**src/hw/cascade_rom.hex**
```
// One classifier per line, 32-bit word: mask_pos[31:24] mask_neg[23:16] threshold[15:0]
// Mask bit i selects window pixel i (0 oldest), threshold is signed
// Stage 0, classifier 0: newer half brighter than older half
F00F0000
// Stage 0, classifier 1: window not nearly black
FF000064
// Stage 0, classifier 2: centre brighter than edges
3CC30000
// Stage 0, classifier 3: edge pixels not both zero
81000000
// Stage 1, classifier 0: overall brightness floor
FF000040
// Stage 1, classifier 1: odd pixels over even pixels
AA550000
// Stage 1, classifier 2: middle pair over its neighbours
18240000
// Stage 1, classifier 3: inner pair against outer pair, loose margin
4281FF80

```
**src/hw/frame_pkg.sv**
```systemverilog
package frame_pkg;

  // Frame geometry in pixels
  localparam int FRAME_WIDTH  = 32;
  localparam int FRAME_HEIGHT = 8;
  localparam int PIXEL_W      = 8;

  // Pixels per horizontal window
  localparam int WINDOW_LENGTH = 8;

  // Depth of the result FIFO
  localparam int RESULT_DEPTH = 16;
  localparam int RESULT_PTR_W = $clog2(RESULT_DEPTH);

  typedef logic [PIXEL_W-1:0] pixel_t;
  typedef logic [$clog2(FRAME_WIDTH)-1:0] x_t;
  typedef logic [$clog2(FRAME_HEIGHT)-1:0] y_t;

  typedef logic [RESULT_PTR_W-1:0] result_ptr_t;
  // One extra bit so a full store is distinct from an empty one
  typedef logic [RESULT_PTR_W:0] result_count_t;

  // Index 0 is the oldest pixel, x and y belong to the newest
  typedef struct packed {
    pixel_t [WINDOW_LENGTH-1:0] pixels;
    x_t                         x;
    y_t                         y;
  } window_s;

  // Result word, row in the upper bits
  typedef struct packed {
    y_t y;
    x_t x;
  } candidate_s;

endpackage

```
**src/hw/cascade_pkg.sv**
```systemverilog
package cascade_pkg;

  // Cascade shape
  localparam int NUM_STAGES            = 2;
  localparam int CLASSIFIERS_PER_STAGE = 4;

  // One record per classifier, stage major
  localparam int ROM_DEPTH  = NUM_STAGES * CLASSIFIERS_PER_STAGE;
  localparam int ROM_ADDR_W = $clog2(ROM_DEPTH);
  localparam ROM_FILE       = "/design/src/hw/cascade_rom.hex";

  localparam int STAGE_IDX_W = $clog2(NUM_STAGES);
  localparam int CLS_IDX_W   = $clog2(CLASSIFIERS_PER_STAGE);
  // Enough to count every classifier of a stage voting
  localparam int VOTE_W      = $clog2(CLASSIFIERS_PER_STAGE + 1);

  // Votes a stage needs to pass, stage 0 in the low slice
  localparam logic [NUM_STAGES-1:0][VOTE_W-1:0] STAGE_MIN_VOTES = {3'd2, 3'd3};

  typedef logic [ROM_ADDR_W-1:0]  rom_addr_t;
  typedef logic [STAGE_IDX_W-1:0] stage_idx_t;
  typedef logic [CLS_IDX_W-1:0]   cls_idx_t;
  typedef logic [VOTE_W-1:0]      vote_t;

  // Masked pixel sum difference, 8 x 255 fits with sign
  typedef logic signed [12:0] feature_t;
  typedef logic signed [15:0] threshold_t;
  // Bit i selects window pixel i
  typedef logic [frame_pkg::WINDOW_LENGTH-1:0] mask_t;

  // Hex word layout: mask_pos, mask_neg, threshold
  typedef struct packed {
    mask_t      mask_pos;
    mask_t      mask_neg;
    threshold_t threshold;
  } classifier_s;

  typedef enum logic [2:0] {
    IDLE,
    FETCH,
    SCORE,
    STAGE_END,
    DONE
  } eval_state_e;

endpackage

```
**src/hw/cascade_eval.sv**
```systemverilog
`timescale 1ns/1ns

module cascade_eval (
  input  logic                      clk,
  input  logic                      reset,
  input  logic                      i_start,
  input  frame_pkg::window_s        i_window,
  output cascade_pkg::rom_addr_t    o_addr,
  input  cascade_pkg::classifier_s  i_record,
  output logic                      o_done,
  output logic                      o_is_candidate,
  output frame_pkg::candidate_s     o_candidate
);

  import frame_pkg::*;
  import cascade_pkg::*;

  eval_state_e state_q;
  stage_idx_t  stage_q;
  cls_idx_t    cls_q;
  vote_t       votes_q;
  logic        verdict_q;

  // Window under inspection, held until the next start
  window_s win_q;

  feature_t pos_sum;
  feature_t neg_sum;
  feature_t feature;
  logic     vote;
  logic     stage_pass;
  logic     last_cls;
  logic     last_stage;

  // Masked sums over the latched window
  always_comb
  begin
    pos_sum = '0;
    neg_sum = '0;
    for (int i = 0; i < WINDOW_LENGTH; i++)
    begin
      if (i_record.mask_pos[i])
        pos_sum = pos_sum + feature_t'(win_q.pixels[i]);
      if (i_record.mask_neg[i])
        neg_sum = neg_sum + feature_t'(win_q.pixels[i]);
    end
  end

  assign feature    = pos_sum - neg_sum;
  // Signed compare, feature sign-extends to the threshold width
  assign vote       = (feature > i_record.threshold);
  assign stage_pass = (votes_q >= STAGE_MIN_VOTES[stage_q]);
  assign last_cls   = (cls_q == cls_idx_t'(CLASSIFIERS_PER_STAGE - 1));
  assign last_stage = (stage_q == stage_idx_t'(NUM_STAGES - 1));

  // Stage major address, matches the record order in the ROM
  assign o_addr = {stage_q, cls_q};

  always_ff @(posedge clk)
  begin
    if (reset)
    begin
      state_q   <= IDLE;
      stage_q   <= '0;
      cls_q     <= '0;
      votes_q   <= '0;
      verdict_q <= 1'b0;
    end
    else
    begin
      case (state_q)
        IDLE:
        begin
          if (i_start)
          begin
            state_q   <= FETCH;
            stage_q   <= '0;
            cls_q     <= '0;
            votes_q   <= '0;
            verdict_q <= 1'b0;
          end
        end
        // ROM registers the record this cycle
        FETCH:
        begin
          state_q <= SCORE;
        end
        SCORE:
        begin
          if (vote)
            votes_q <= votes_q + 1'b1;
          if (last_cls)
          begin
            state_q <= STAGE_END;
          end
          else
          begin
            cls_q   <= cls_q + 1'b1;
            state_q <= FETCH;
          end
        end
        STAGE_END:
        begin
          votes_q <= '0;
          cls_q   <= '0;
          // Early reject, remaining stages are skipped
          if (!stage_pass)
          begin
            state_q <= DONE;
          end
          else if (last_stage)
          begin
            verdict_q <= 1'b1;
            state_q   <= DONE;
          end
          else
          begin
            stage_q <= stage_q + 1'b1;
            state_q <= FETCH;
          end
        end
        DONE:
        begin
          state_q <= IDLE;
        end
        default:
        begin
          state_q <= IDLE;
        end
      endcase
    end
  end

  always_ff @(posedge clk)
  begin
    if (i_start && (state_q == IDLE))
      win_q <= i_window;
  end

  assign o_done         = (state_q == DONE);
  assign o_is_candidate = verdict_q;
  // Result is the coordinate of the newest pixel
  assign o_candidate    = candidate_s'{y: win_q.y, x: win_q.x};

  // Top level holds pixel intake until the verdict is out
  a_start_in_idle: assert property (@(posedge clk) disable iff (reset)
    i_start |-> (state_q == IDLE));

  a_done_single: assert property (@(posedge clk) disable iff (reset)
    o_done |=> !o_done);

endmodule

```
**src/hw/cascade_rom.sv**
```systemverilog
`timescale 1ns/1ns

module cascade_rom (
  input  logic                      clk,
  input  cascade_pkg::rom_addr_t    i_addr,
  output cascade_pkg::classifier_s  o_record
);

  import cascade_pkg::*;

  // Raw words, one classifier record each
  logic [$bits(classifier_s)-1:0] rom_mem [ROM_DEPTH];

  classifier_s record_q;

  // Line k is stage k/4, classifier k%4
  initial
  begin
    $readmemh(ROM_FILE, rom_mem);
  end

  // Registered read, record is seen one cycle after the address
  always_ff @(posedge clk)
  begin
    record_q <= classifier_s'(rom_mem[i_addr]);
  end

  assign o_record = record_q;

endmodule

```
**src/hw/face_detection.sv**
```systemverilog
`timescale 1ns/1ns

module face_detection (
  input  logic                   clk,
  input  logic                   reset,
  input  logic                   i_pixel_valid,
  input  frame_pkg::pixel_t      i_pixel,
  output logic                   o_ready_pixel,
  output logic                   o_frame_end,
  output logic                   o_result_valid,
  output frame_pkg::candidate_s  o_result_data,
  input  logic                   i_result_pop
);

  import frame_pkg::*;
  import cascade_pkg::*;

  // Pixel intake control
  logic ready_q;
  logic boot_q;

  // Candidate waiting for FIFO space
  logic       pending_q;
  candidate_s pending_data_q;

  window_s window;
  logic    window_valid;
  logic    window_skip;

  rom_addr_t   rom_addr;
  classifier_s rom_record;

  logic       eval_done;
  logic       eval_is_candidate;
  candidate_s eval_candidate;

  logic       fifo_full;
  logic       fifo_write;
  candidate_s fifo_data;

  // Fresh verdict goes straight in when there is room
  assign fifo_write = !fifo_full && (pending_q || (eval_done && eval_is_candidate));
  assign fifo_data  = pending_q ? pending_data_q : eval_candidate;

  always_ff @(posedge clk)
  begin
    if (reset)
    begin
      ready_q   <= 1'b0;
      boot_q    <= 1'b1;
      pending_q <= 1'b0;
    end
    else if (boot_q)
    begin
      // First cycle out of reset
      ready_q <= 1'b1;
      boot_q  <= 1'b0;
    end
    else if (i_pixel_valid)
    begin
      ready_q <= 1'b0;
    end
    else if (window_skip)
    begin
      ready_q <= 1'b1;
    end
    else if (eval_done)
    begin
      // Candidate and no room, intake stays paused
      if (eval_is_candidate && fifo_full)
        pending_q <= 1'b1;
      else
        ready_q <= 1'b1;
    end
    else if (pending_q && !fifo_full)
    begin
      pending_q <= 1'b0;
      ready_q   <= 1'b1;
    end
  end

  always_ff @(posedge clk)
  begin
    if (eval_done && eval_is_candidate && fifo_full)
      pending_data_q <= eval_candidate;
  end

  assign o_ready_pixel = ready_q;

  pixel_window u_pixel_window (
    .clk            (clk),
    .reset          (reset),
    .i_pixel_valid  (i_pixel_valid),
    .i_pixel        (i_pixel),
    .o_window       (window),
    .o_window_valid (window_valid),
    .o_window_skip  (window_skip),
    .o_frame_end    (o_frame_end)
  );

  cascade_rom u_cascade_rom (
    .clk      (clk),
    .i_addr   (rom_addr),
    .o_record (rom_record)
  );

  cascade_eval u_cascade_eval (
    .clk            (clk),
    .reset          (reset),
    .i_start        (window_valid),
    .i_window       (window),
    .o_addr         (rom_addr),
    .i_record       (rom_record),
    .o_done         (eval_done),
    .o_is_candidate (eval_is_candidate),
    .o_candidate    (eval_candidate)
  );

  result_fifo u_result_fifo (
    .clk     (clk),
    .reset   (reset),
    .i_write (fifo_write),
    .i_data  (fifo_data),
    .i_pop   (i_result_pop),
    .o_valid (o_result_valid),
    .o_full  (fifo_full),
    .o_data  (o_result_data)
  );

  // Host only offers a pixel while intake is open
  a_pixel_when_ready: assert property (@(posedge clk) disable iff (reset)
    i_pixel_valid |-> o_ready_pixel);

endmodule

```
**src/hw/pixel_window.sv**
```systemverilog
`timescale 1ns/1ns

module pixel_window (
  input  logic                 clk,
  input  logic                 reset,
  input  logic                 i_pixel_valid,
  input  frame_pkg::pixel_t    i_pixel,
  output frame_pkg::window_s   o_window,
  output logic                 o_window_valid,
  output logic                 o_window_skip,
  output logic                 o_frame_end
);

  import frame_pkg::*;

  // Position of the pixel that arrives next
  x_t x_q;
  y_t y_q;

  logic window_valid_q;
  logic window_skip_q;
  logic frame_end_q;

  logic last_col;
  logic last_row;
  logic full_window;

  // Shift source, empty at the start of a row
  pixel_t [WINDOW_LENGTH-1:0] shift_src;

  window_s window_q;

  assign last_col    = (x_q == x_t'(FRAME_WIDTH - 1));
  assign last_row    = (y_q == y_t'(FRAME_HEIGHT - 1));
  // Enough pixels of this row seen to fill a window
  assign full_window = (x_q >= x_t'(WINDOW_LENGTH - 1));
  assign shift_src   = (x_q == '0) ? '0 : window_q.pixels;

  // Coordinate iterator and per-pixel pulses
  always_ff @(posedge clk)
  begin
    if (reset)
    begin
      x_q            <= '0;
      y_q            <= '0;
      window_valid_q <= 1'b0;
      window_skip_q  <= 1'b0;
      frame_end_q    <= 1'b0;
    end
    else
    begin
      window_valid_q <= i_pixel_valid && full_window;
      window_skip_q  <= i_pixel_valid && !full_window;
      frame_end_q    <= i_pixel_valid && last_col && last_row;
      if (i_pixel_valid)
      begin
        if (last_col)
        begin
          x_q <= '0;
          // Wrap to row 0 after the last pixel of the frame
          if (last_row)
            y_q <= '0;
          else
            y_q <= y_q + 1'b1;
        end
        else
        begin
          x_q <= x_q + 1'b1;
        end
      end
    end
  end

  // Newest pixel enters at the top, oldest drops out of index 0
  always_ff @(posedge clk)
  begin
    if (i_pixel_valid)
    begin
      window_q.pixels <= {i_pixel, shift_src[WINDOW_LENGTH-1:1]};
      window_q.x      <= x_q;
      window_q.y      <= y_q;
    end
  end

  assign o_window       = window_q;
  assign o_window_valid = window_valid_q;
  assign o_window_skip  = window_skip_q;
  assign o_frame_end    = frame_end_q;

endmodule

```
**src/hw/result_fifo.sv**
```systemverilog
`timescale 1ns/1ns

module result_fifo (
  input  logic                   clk,
  input  logic                   reset,
  input  logic                   i_write,
  input  frame_pkg::candidate_s  i_data,
  input  logic                   i_pop,
  output logic                   o_valid,
  output logic                   o_full,
  output frame_pkg::candidate_s  o_data
);

  import frame_pkg::*;

  candidate_s fifo_mem [RESULT_DEPTH];

  result_ptr_t   wr_ptr_q;
  result_ptr_t   rd_ptr_q;
  result_count_t count_q;

  logic do_write;
  logic do_pop;

  assign o_valid = (count_q != '0);
  assign o_full  = (count_q == result_count_t'(RESULT_DEPTH));

  // Pop on empty is dropped
  assign do_pop   = i_pop && o_valid;
  assign do_write = i_write && !o_full;

  // Pointers and occupancy
  always_ff @(posedge clk)
  begin
    if (reset)
    begin
      wr_ptr_q <= '0;
      rd_ptr_q <= '0;
      count_q  <= '0;
    end
    else
    begin
      // Depth is a power of two, pointers wrap on their own
      if (do_write)
        wr_ptr_q <= wr_ptr_q + 1'b1;
      if (do_pop)
        rd_ptr_q <= rd_ptr_q + 1'b1;
      if (do_write && !do_pop)
        count_q <= count_q + 1'b1;
      else if (do_pop && !do_write)
        count_q <= count_q - 1'b1;
    end
  end

  // Storage
  always_ff @(posedge clk)
  begin
    if (do_write)
      fifo_mem[wr_ptr_q] <= i_data;
  end

  // Head entry shown while not empty
  assign o_data = fifo_mem[rd_ptr_q];

  // Writer must wait for space
  a_no_write_full: assert property (@(posedge clk) disable iff (reset)
    i_write |-> !o_full);

endmodule

```
**config.mk**
```make
export PLATFORM = sky130hd
export DESIGN_NAME = face_detection
export DESIGN_NICKNAME = d
export VERILOG_FILES = /design/src/hw/frame_pkg.sv /design/src/hw/cascade_pkg.sv /design/src/hw/cascade_eval.sv /design/src/hw/cascade_rom.sv /design/src/hw/face_detection.sv /design/src/hw/pixel_window.sv /design/src/hw/result_fifo.sv
export SDC_FILE = /design/constraint.sdc
export NUM_CORES = 1
export LEC_CHECK = 0
export ABC_AREA = 0
export CORE_MARGIN = 4
export CORE_UTILIZATION = 47
export CTS_CLUSTER_SIZE = 20
export DETAILED_ROUTE_END_ITERATION = 12
export DONT_BUFFER_PORTS = 1
export PLACE_DENSITY = 0.7
export SYNTH_ARGS = -nofsm -noshare
export SYNTH_HDL_FRONTEND = slang
export SYNTH_SLANG_ARGS = --single-unit
```
**constraint.sdc**
```tcl
create_clock -name clk -period 3.4 [get_ports clk]
set_input_delay 0.17 -clock clk [delete_from_list [all_inputs] [get_ports clk]]
set_output_delay 0.17 -clock clk [all_outputs]
set_load 0.01 [all_outputs]
```
-- After elaboration in Yosys (flattened, before gate mapping)
Memory sizes are Yosys's and may differ from the RTL's. A register that Yosys moved wholly into a read port is not among the register bits.
Index checks and enable logic that the tools add are counted.
W data, S select, Z words.
- bits in registers: 221
- latch bits: 0
- memory bits (writable): 128
- ROM bits: 0
- bits of input ports: 12
- output and inout bits: 11
- logic and storage cells: 177
- memories: 1
- $add $sub $neg: 24
- $mul: 0
- divide/modulo/power cells: 0
- $lt $le $gt $ge: 4
- eq/ne operators: 15
- shifts and indexed selects: 0
- multiplexer cells: 55
- bitwise logic cells: 3
- reduce and logical (&&, ||, !) cells: 34
- memory list (memory ; words ; width ; rd ports ; clocked after Yosys merged registers in ; write ports ; RTL line ; text):
    u_result_fifo.fifo_mem ; 16 ; 8 ; 1 ; 1 ; 1 ; result_fifo.sv:16 ; candidate_s fifo_mem [RESULT_DEPTH];
- operator list (cell ; count):
    $mux W13 ; 14
    $add A13 B9 Y13 ; 12
    $mux W8 ; 3
    $mux W3 ; 7
    $add A8 B8 Y9 ; 2
    $mux W1 ; 18
    $gt A13 B16 Y1 ; 1
    $mux W5 ; 3
    $logic_and A1 B1 Y1 ; 14
    $sub A13 B13 Y13 ; 1
    $pmux W3 S4 ; 1
    $add A5 B1 Y5 const B ; 2
    $eq A5 B5 Y1 const B ; 2
    $reduce_bool A5 Y1 ; 2
    $pmux W3 S3 ; 1
    $reduce_and A3 Y1 ; 3
    $add A4 B1 Y4 const B ; 2
    $mux W4 ; 2
    $ne A2 B1 Y1 const B ; 4
    $add A3 B1 Y3 const B ; 2
    $eq A3 B2 Y1 const B ; 2
    $eq A3 B3 Y1 const B ; 2
    $mux W2 ; 3
    $pmux W2 S3 ; 1
    other kinds (21) ; 31

-- Logic depth before layout (Yosys ltp)
Gate-level depths: netlist of the first run.
- word-level depth: 19
- mapped depth: 10
- mapped depth without buffers: 9

-- Modules after synthesis
From an unflattened synthesis of the first run, not the netlist that was laid out.
- cells, all modules: 1756
- area total of the unflattened synthesis: 19939.1 µm²
- modules (own cells, without submodules) (module ; times used ; cells each ; area an instance (µm²) ; sequential area each (µm²)):
    cascade_eval ; 1 ; 1184 ; 10359.9 ; 2362.3
    result_fifo ; 1 ; 314 ; 5751.8 ; 4184.0
    pixel_window ; 1 ; 191 ; 3100.5 ; 2382.3
    face_detection ; 1 ; 34 ; 483.0 ; 300.3
    cascade_rom ; 1 ; 33 ; 244.0 ; 0.0

-- Worst setup path before layout of the first run
No wires, ideal clock.
- kind: register -> register
- start: register u_result_fifo.count_q[0]
- end: register u_result_fifo.count_q[4]
- library setup time: 121 ps
- arrival time: 2484 ps
- required time: 3279 ps
- setup slack: 796 ps
- cell stages (with the launch flop): 10
- buffers on the path: 0
- clock period less this slack: 2604 ps
- path through: dfxtp_1 or4_1 o21ai_2 ha_1 inv_1 fa_1 nand3_1 a211oi_1 a31oi_1 mux2_2
- word-level cells in the longest chain between the ends: 7
- elaborated cells on any way between the ends: 15
- classes of those cells: add/sub (2); eq/ne (1); mux (2); reduce/logical (10)
- RTL lines (item ; RTL line ; text):
    start, declared ; result_fifo.sv:20 ; result_count_t count_q;
    start signal, assigned ; result_fifo.sv:49 ; count_q <= count_q + 1'b1;
    start signal, assigned ; result_fifo.sv:51 ; count_q <= count_q - 1'b1;
    parallel branches: the longest is 7 deep, another holds $sub A5 B1 Y5 ; -- ;
Several ways; the timed one is not identified. The select of a mux whose other input is x is not followed.
A chain may end at the register's enable or synchronous reset.

-- Final worst setup path of the first run
- start: register u_cascade_eval.state_q[2]
- end: register u_result_fifo.count_q[4]
- word-level cells in the longest chain between the ends: 8
- elaborated cells on any way between the ends: 10
- classes of those cells: eq/ne (1); mux (1); reduce/logical (8)
- RTL lines (item ; RTL line ; text):
    start, declared ; cascade_eval.sv:18 ; eval_state_e state_q;
    start signal, assigned ; cascade_eval.sv:63 ; state_q <= IDLE;
    start signal, assigned ; cascade_eval.sv:76 ; state_q <= FETCH;
    start signal, assigned ; cascade_eval.sv:86 ; state_q <= SCORE;
    $eq A3 B3 Y1 (*) ; cascade_eval.sv:140 ; assign o_done = (state_q == DONE);
    $logic_and A1 B1 Y1 (*) ; face_detection.sv:42 ; assign fifo_write = !fifo_full && (pending_q || (eval_done && eval_is_candidate));
    $logic_or A1 B1 Y1 (*) ; face_detection.sv:42 ;
    $logic_and A1 B1 Y1 (*) ; face_detection.sv:42 ;
    $logic_and A1 B1 Y1 (*) ; result_fifo.sv:30 ; assign do_write = i_write && !o_full;
    via u_result_fifo.do_write ; result_fifo.sv:22 ; logic do_write;
    $logic_not A1 Y1 ; result_fifo.sv:50 ; else if (do_pop && !do_write)
    $logic_and A1 B1 Y1 ; result_fifo.sv:50 ;
    $reduce_bool A2 Y1 (no source line) ; -- ;
The timed path passes the listed nets; every way through them passes the cells marked *.

==> impl_metrics.tcl, run 1 <==
set metrics [dict create \
    status "finished, final reports clean" \
    p_leak_nw 2.83 \
    route.met3.wl_um 490 \
    synth_cell_types 49 \
    hold_violations 0 \
    chipWidth_um 135 \
    fin_crit_ns 2.84 \
    place_congestion 0.800 \
    drive_gt1_frac 0.190 \
    die_y_um 135 \
    rsz0062_at_grt "no" \
    h-tree-depth 4 \
    synth_xor_area_frac 0.00805 \
    synth_edf_count 152 \
    max_freq_mhz 352 \
    final_nets 495 \
    synth_top_family_by_area "multiplexers" \
    yosys.area_share.simple 0.0730 \
    drtPass1Iterations 4 \
    yosysWarnings 0 \
    ir_drop_v 0.000381 \
    start_util 0.479 \
    grt_pass1_wl_um 21200 \
    synth_area_per_cell_um2 16.6 \
    path_class "register to register" \
    drv_slew 0 \
    syn_nets 487 \
    antenna_cells 0 \
    cts_buffer_depth 2 \
    cts_buffers 17 \
    finalSetupViolCount 0 \
    wl_met1_um 5750 \
    synthCells 459 \
    cts.sinks 193 \
    cp-end-kind "register" \
    area_delta_synth_final_pct 11.8 \
    hp-class "primary input to register" \
    port_buffers 0 \
    synth.mux.area_fraction 0.117 \
    post_drt_wl_per_cell_um 18.7 \
    finClkSkew_ns 0.00677 \
    worst_slew_pin_slew_ns 0.843 \
    max_stage_delay_ns 0.54 \
    vias_per_cell 5.45 \
    ys_ff_latch 193 \
    post_cts_buffers 0 \
    drc_errors 0 \
    place_inst 660 \
    routed_wl_um 13000 \
    ant_nets 0 \
    tritoncts "done" \
    dr_total_vias 3791 \
    instances_no_fill 696 \
    syn-cell-area_um2 7610 \
    grt_pass1_vias 3943 \
    overflow 0 \
    start_kind "register" \
    power.density_nw_per_um2 638 \
    period_share 0.835 \
    cp_cell_sequence "and4bb_2 > a2bb2oi_2 > ha_1 > inv_1 > ha_1 > a21oi_1 > a211oi_1 > a31oi_1 > mux2_2" \
    dp_hpwl_um 8530 \
    max_cap_viol_count 0 \
    worstPathRequired_ns 3.71 \
    grt_start_max_net_pins 38 \
    antenna_found_initial 0 \
    dieArea_um2 18300 \
    drt_iter0_drc 257 \
    crit_path_frequent_cell "ha_1" \
    rows 46 \
    top_layer "met4" \
    synth_flop_cell "edfxtp_1" \
    io-pin-count 23 \
    crit_slowest_cell "dfxtp_1" \
    crit_fanout 14 \
    yosysSeqAreaShare 0.707 \
    critPathArrivalTime_ns 3.15 \
    synth_fa_ha_area_frac 0.0273 \
    path_clk_slew_ns 0.06 \
    root_buffer "clkbuf_16" \
    tns_ns 0 \
    synth_compound_area_frac 0.0506 \
    dr_wl_met2_um 6650 \
    clk_latency_ns 0.43 \
    whs_ns 0.0312 \
    async_reset_ff_frac 0 \
    slew_headroom 0.436 \
    grt_usage 0.153 \
    core_um2 15900 \
]
cells in the final DEF (no fill, tap or decap), drive strengths merged, types with 5 or more instances in the layout:
cell type / count
inv: 11
nor3: 8
ha: 15
xor2: 5
dfxtp: 41
buf: 8
a21oi: 13
nor2: 45
clkinv: 7
mux2: 10
a22oi: 17
mux2i: 6
edfxtp: 152
clkbuf: 22
o21ai: 7
nand2: 20
mux4: 32
cell usage after synthesis (2+ instances only):
cell type  count  area (um^2)
o211ai_1       2         15.0
nand2_1       20         75.1
ha_1          15          188
nor2b_1        4         25.0
xnor2_1        2         17.5
mux2_2        10          113
a211oi_1       2         15.0
nand2b_1       4         25.0
and2_1         3         18.8
or4_1          2         15.0
dfxtp_1       41          821
or3_1          2         12.5
nand3_1        4         20.0
nor3b_1        4         30.0
nor2_1        45          169
buf_2          3         15.0
inv_1          8         30.0
and3_1         3         18.8
o21a_1         3         22.5
a22oi_1       17          128
o21ai_0        6         30.0
nor3_1         8         40.0
mux2i_1        6         60.1
xor2_1         5         43.8
a21o_1         2         15.0
a21oi_1       13         65.1
clkbuf_1      14         52.6
buf_1          4         15.0
nor4_1         4         25.0
nor4bb_1       2         20.0
edfxtp_1     152         4560
mux4_2        32          721
layer usage:
| metal | GRT usage | up-vias |
|---|---|---|
| met4 | 0.0392 | 0 |
| met1 | 0.204 | 1919 |
| met5 | 0 | - |
| li1 | - | 1802 |
| met3 | 0.0457 | 13 |
| met2 | 0.249 | 57 |
stage by stage:
| step | power (mW) | area [um^2] | setup WS (ns) | util |
|---|---|---|---|---|
| 2_1_floorplan | 3.34 | 7610 | 0.796 | - |
| 3_3_place_gp | 3.48 | 7860 | 0.632 | 0.494 |
| 3_5_place_dp | 3.51 | 7860 | 0.569 | 0.494 |
| 4_1_cts | 5.48 | 8510 | 0.553 | 0.536 |
| 5_1_grt | 5.66 | 8510 | 0.318 | 0.536 |
| 6_report | 5.43 | 8510 | 0.562 | 0.536 |
sequential cells by signal (all words and copies together), names as in the netlist, 2 cells and up, named ones only:
signal and flops:
u_result_fifo.wr_ptr_q 4, u_pixel_window.x_q 5, u_cascade_eval.o_candidate 8, u_result_fifo.fifo_mem 128, u_cascade_eval.cls_q 2, u_pixel_window.y_q 3, u_result_fifo.rd_ptr_q 4, u_cascade_eval.state_q 3
u_pixel_window.o_window 8, pending_data_q 8, u_cascade_eval.votes_q 3, u_result_fifo.count_q 5
critical path: cells and delay by family (launching register included):
| family | cells | cell delay (ns) |
|---|---|---|
| DFF | 1 | 0.54 |
| muxes | 1 | 0.36 |
| and+or+nand+nor | 1 | 0.33 |
| buffers and inverters | 1 | 0.11 |
| AOI/OAI and AO/OA | 4 | 0.81 |
| adders and majority gates | 2 | 0.58 |
final timing paths:
check	from	end	slack (ns)	depth (start not counted)
max reg2reg	u_cascade_eval.state_q[2]	u_result_fifo.count_q[4]	0.56	9
min	i_result_pop	register	0.03	3
max	u_cascade_eval.state_q[2]	u_result_fifo.count_q[4]	0.56	9
min reg2reg	u_pixel_window.o_window[2]	u_cascade_eval.o_candidate[7]	0.42	0
power breakdown:
part / switching (mW) / total (mW) / internal [mW]
Clock: 0.839 / 1.97 / 1.13
Sequential: 0.100 / 2.67 / 2.57
Combinational: 0.378 / 0.790 / 0.412
Total: 1.32 / 5.43 / 4.11
final cells by class:
cell class                      instances  area (um^2)
Tap cell                              216          270
Clock buffer                           22          539
Clock inverter                         10         65.1
Sequential cell                       193         5390
Multi-Input combinational cell        236         2100
Timing Repair Buffer                   11          115
Inverter                                8         30.0
Fill cell                            1295         7380
timing repair:
item | CTS | global route
endpoints found under the hold margin | 49 | 0
resized for setup | 0 | 0
hold buffers | 4 | 0
logic make-up (layout without fill, tap and decap cells):
family | after synthesis | in the layout
flip-flops | 193 | 193
AND/OR/NAND/NOR | 111 | 111
AO/OA/AOI/OAI | 54 | 54
multiplexers | 48 | 48
buffers and inverters | 30 | 51
adder cells (fa/ha/maj) | 16 | 16
XOR/XNOR | 7 | 7
(Power assumes the default switching activity.)
==> run 2: changes to the inputs <==
clock period = 2.8 ns   (was 3.4 ns; I/O delays follow)
==> run 2 against run 1 <==
Sequential share of layout area fell by 0.86 points. Core utilization grew 0.74 points. Setup slack got worse by 0.45 ns. Clock power up 23%. Final cell count rose by 2.3%. Register-to-register slack worse by 0.45 ns. Largest power group unchanged.
==> impl_metrics.tcl, run 2 (synthesis gave the netlist of run 1 again) <==
set metrics [dict create \
    slew_headroom 0.506 \
    dp_slack_ns 0.123 \
    cp-end-kind "register" \
    r2r_slack_ns 0.12 \
    worstPathRequired_ns 3.12 \
    hold_violations 0 \
    layout_common_cells "edfxtp_1 (152), nor2_1 (45), dfxtp_1 (40)" \
    tns_ns 0 \
    r2r-end "u_result_fifo.count_q[4]" \
    drt_iter0_drc 285 \
    cts_buffers 17 \
    drtPass1Iterations 4 \
    h-tree-depth 4 \
    top_layer "met4" \
    vias_per_cell 5.53 \
    largest_reg_flops 128 \
    drive_gt1_frac 0.214 \
    place_congestion 0.777 \
    overflow 0 \
    max_flop_register "u_result_fifo.fifo_mem" \
    fin_crit_ns 2.68 \
    area_delta_synth_final_pct 13.3 \
    holdCritStartpoint "i_result_pop" \
    max_stage_delay_ns 0.57 \
    grt_pass1_vias 4055 \
    start_kind "register" \
    cp_cell_sequence "or4_4 > o21ai_2 > ha_1 > inv_1 > fa_1 > nand3_1 > a211oi_1 > a31oi_1 > mux2_2" \
    port_buffers 0 \
    crit_slowest_cell "or4_4" \
    antenna_found_initial 0 \
    chipWidth_um 135 \
    clk_latency_ns 0.44 \
    finClkSkew_ns 0.00885 \
    hold_depth 3 \
    grt_pass1_wl_um 22000 \
    layout_commonest_cell "edfxtp_1" \
    grt_usage 0.160 \
    p_leak_nw 2.90 \
    dieArea_um2 18300 \
    tritoncts "done" \
    hp-class "primary input to register" \
    power.density_nw_per_um2 776 \
    routed_wl_um 13500 \
    core_um2 15900 \
    final_nets 511 \
    setup_ws_ns 0.116 \
    io-pin-count 23 \
    whs_ns 0.0211 \
    status "finished, final reports clean" \
    dr_total_vias 3935 \
    grt_start_max_net_pins 38 \
    period_share 0.959 \
    rsz0062_at_grt "no" \
    crit_fanout 5 \
    ant_nets 0 \
    antenna_cells 0 \
    r2r_start "u_result_fifo.count_q[0]" \
    post_drt_wl_per_cell_um 18.9 \
    root_buffer "clkbuf_16" \
    cts.sinks 193 \
    max_freq_mhz 373 \
    finalSetupViolCount 0 \
    rows 46 \
    worst_slew_pin_slew_ns 0.739 \
    ir_drop_v 0.000490 \
    r2r_cells 9 \
    dr_wl_met2_um 6930 \
    path_class "register to register" \
    path_clk_slew_ns 0.07 \
    dp_hpwl_um 8640 \
    wl_met1_um 5790 \
    cts_buffer_depth 2 \
    start_util 0.479 \
    critPathArrivalTime_ns 3.00 \
    drv_slew 0 \
    max_cap_viol_count 0 \
    die_y_um 135 \
    route.met3.wl_um 559 \
    crit_path_start "u_result_fifo.count_q[0]" \
    drc_errors 0 \
]
run 2: changes by cell type in the layout (fill, tap and decap cells not counted), moves of 3 or more:
| cell | change |
|---|---|
| buf_4 | +17 |
| clkbuf_16 | -4 |
| clkinv_1 | +3 |
| clkinv_4 | +3 |
| clkinv_2 | -3 |
| bufinv_16 | +3 |
run 2: worst max-delay path by stage:
stage	end	slack, ns	depth (start not counted)
finish	u_result_fifo.count_q[4]	0.12	9
detailed placement	u_result_fifo.count_q[4]	0.12	9
CTS	u_result_fifo.count_q[4]	0.06	9
global route	u_result_fifo.count_q[4]	0.001	9
global placement	u_result_fifo.count_q[4]	0.21	9
floorplan	u_result_fifo.count_q[4]	0.20	9
run 2: final cells by class:
type	count	area, um^2
sequential	193	5390
fill	1288	7260
clock inverter	14	168
tap	216	270
multi-input combinational	236	2110
clock buffer	18	429
timing repair buffer	27	233
inverter	8	30.0
run 2: through the flow:
step                power (mW)  instances  instance area [um^2]  utilization
floorplan                 4.06        459                  7610            -
detailed placement        4.31        677                  7980        0.503
finish                    6.69        712                  8630        0.543
CTS                       6.74        712                  8620        0.543
global route              6.98        712                  8630        0.543
global placement          4.28        677                  7980        0.503
run 2: what timing repair did:
action,in CTS,in global routing
buffers inserted,0,0
hold endpoints to repair,49,0
gates resized for setup,0,2
setup endpoints to repair,0,1
hold buffers,3,0
run 2: power by group:
group | internal (mW) | switching [mW] | total (mW)
combinational | 0.558 | 0.491 | 1.05
sequential | 3.11 | 0.104 | 3.22
clock | 1.40 | 1.03 | 2.43
run 2: critical path: cells and delay by family (launching register included):
kind,cells,cell delay (ns)
and+or+nand+nor,2,0.71
AOI/OAI and AO/OA,3,0.43
muxes,1,0.35
buffers and inverters,1,0.11
adders and majority gates,2,0.61
DFF,1,0.38
run 2: routing by layer:
| metal | global-route usage | vias to the layer above |
|---|---|---|
| li1 | - | 1833 |
| met1 | 0.209 | 2013 |
| met2 | 0.262 | 69 |
| met3 | 0.0423 | 20 |
| met4 | 0.0566 | 0 |
| met5 | 0 | - |
==> run 3: changes to the inputs <==
CORE_UTILIZATION = 48   (was 47)
PLACE_DENSITY = 0.71   (was 0.7)
==> run 3 against run 2 <==
Largest cell class unchanged. Global-route usage decreased by 0.12 points. Setup slack improved by 0.051 ns. Die area decreased by 2.0%. Maximum frequency increased by 1.9%. Core utilization increased by 1.6 points. Combinational power about the same. Via count decreased by 1.6%. Clock-buffer cell count increased by 5.
==> impl_metrics.tcl, run 3 (synthesis gave the netlist of run 1 again) <==
set metrics [dict create \
    status "finished, final reports clean" \
    fin_area_um2 8600 \
    fin_util 0.560 \
    hold_violations 0 \
    drtPass1Iterations 4 \
    drc_errors 0 \
    drt_iter0_drc 247 \
    largest_reg_flops 128 \
    hp-class "primary input to register" \
    dp_hpwl_um 8370 \
    start_kind "register" \
    overflow 0 \
    place_inst 671 \
    rows 45 \
    finClkSkew_ns 0.0109 \
    dieArea_um2 17900 \
    dr_total_vias 3874 \
    nFillCells 1174 \
    port_buffers 0 \
    max_freq_mhz 380 \
    critPathArrivalTime_ns 2.94 \
    antenna_cells 0 \
    pwr-share-comb 0.161 \
    setup_ws_ns 0.167 \
    grt_pass1_wl_um 21700 \
    path_clk_slew_ns 0.06 \
    whs_ns 0.0273 \
    max_flop_register "u_result_fifo.fifo_mem" \
    drv_slew 0 \
    place_congestion 0.774 \
    p_leak_nw 2.90 \
    final_nets 510 \
    drive_gt1_frac 0.214 \
    pwr-share-seq 0.484 \
    grt_pass1_vias 4079 \
    r2r-end "u_result_fifo.count_q[4]" \
    hold_depth 3 \
    grt_usage 0.159 \
    p_total_mw 6.57 \
    internal_power_mw 4.99 \
    io-pin-count 23 \
    cp-end-kind "register" \
    tritoncts "done" \
    clk_latency_ns 0.42 \
    post_cts_buffers 0 \
    ant_nets 0 \
    h-tree-depth 4 \
    area_delta_synth_final_pct 13.0 \
    dpl-instance-area_um2 7970 \
    routed_wl_um 13100 \
    r2r_cells 9 \
    die_y_um 134 \
    root_buffer "clkbuf_16" \
    layout_common_cells "edfxtp_1 (152), nor2_1 (45), dfxtp_1 (40)" \
    slew_headroom 0.466 \
    worstPathRequired_ns 3.11 \
    chipWidth_um 134 \
    period_share 0.940 \
    path_class "register to register" \
    fin_crit_ns 2.63 \
    worst_slew_pin_slew_ns 0.798 \
    vias_per_cell 5.49 \
    instances_no_fill 706 \
    hold-path-endpoint "u_pixel_window.x_q[2]" \
    clockPowerShare 0.355 \
    layout_commonest_cell "edfxtp_1" \
    p_sw_mw 1.58 \
    cts_buffer_depth 2 \
    r2r_start "u_result_fifo.count_q[0]" \
    post_drt_wl_per_cell_um 18.5 \
    dp_slack_ns 0.182 \
    crit_fanout 5 \
    holdCritStartpoint "i_pixel_valid" \
    ir_drop_v 0.000545 \
    rsz0062_at_grt "no" \
    cts_buffers 17 \
    p_sw_frac 0.240 \
    tns_ns 0 \
    finalSetupViolCount 0 \
    antenna_found_initial 0 \
    core_um2 15400 \
    r2r_slack_ns 0.17 \
    power.density_nw_per_um2 763 \
    max_cap_viol_count 0 \
    start_util 0.495 \
    cts.sinks 193 \
    grt_start_max_net_pins 38 \
]
## run 3: how the worst max path moves through the flow
stage | from | end | slack (ns) | cells after the start
floorplan | u_result_fifo.count_q[0] | u_result_fifo.count_q[4] | 0.20 | 9
global placement | u_result_fifo.count_q[0] | u_result_fifo.count_q[4] | 0.21 | 9
detailed placement | u_result_fifo.count_q[0] | u_result_fifo.count_q[4] | 0.18 | 9
CTS | u_result_fifo.count_q[0] | u_result_fifo.count_q[4] | 0.17 | 9
global route | u_result_fifo.count_q[0] | u_result_fifo.count_q[4] | 0.01 | 9
finish | u_result_fifo.count_q[0] | u_result_fifo.count_q[4] | 0.17 | 9
## run 3: what timing repair did
action | CTS | global route
endpoints found under the hold margin | 49 | 0
hold buffers | 3 | 0
endpoints found under the setup margin | 0 | 1
resized for setup | 0 | 1
## run 3: layer usage
layer / vias to the layer above / routed length, um / track usage
li1: 1829 / - / -
met1: 1957 / 5570 / 0.205
met2: 78 / 6760 / 0.261
met3: 10 / 624 / 0.0521
met4: 0 / 120 / 0.0417
met5: - / 0 / 0
## run 3: critical path, cell delays in order, from the launching register on
cell,delay (ns)
dfxtp_1,0.36
or4_1,0.57
o21ai_2,0.16
ha_1,0.19
inv_1,0.11
fa_1,0.42
nand3_1,0.12
a211oi_1,0.07
a31oi_1,0.17
mux2_2,0.35
## run 3: final cells by class
class | instances | area [um^2] | share of cell area
multi-input cells | 236 | 2110 | 0.245
inverters | 8 | 30.0 | 0.00349
well taps | 211 | 264 | 0.0307
flip-flops and latches | 193 | 5390 | 0.626
clock buffers | 23 | 522 | 0.0607
clock inverters | 9 | 66.3 | 0.00771
repair buffers | 26 | 225 | 0.0262
## run 3: power by group through the flow
stage | Combinational [mW] | Sequential, mW | Clock, mW
floorplan | 0.841 | 3.22 | 0
global placement | 1.04 | 3.24 | 0
detailed placement | 1.05 | 3.24 | 0
CTS | 1.07 | 3.18 | 2.38
global route | 1.16 | 3.19 | 2.52
finish | 1.06 | 3.18 | 2.33
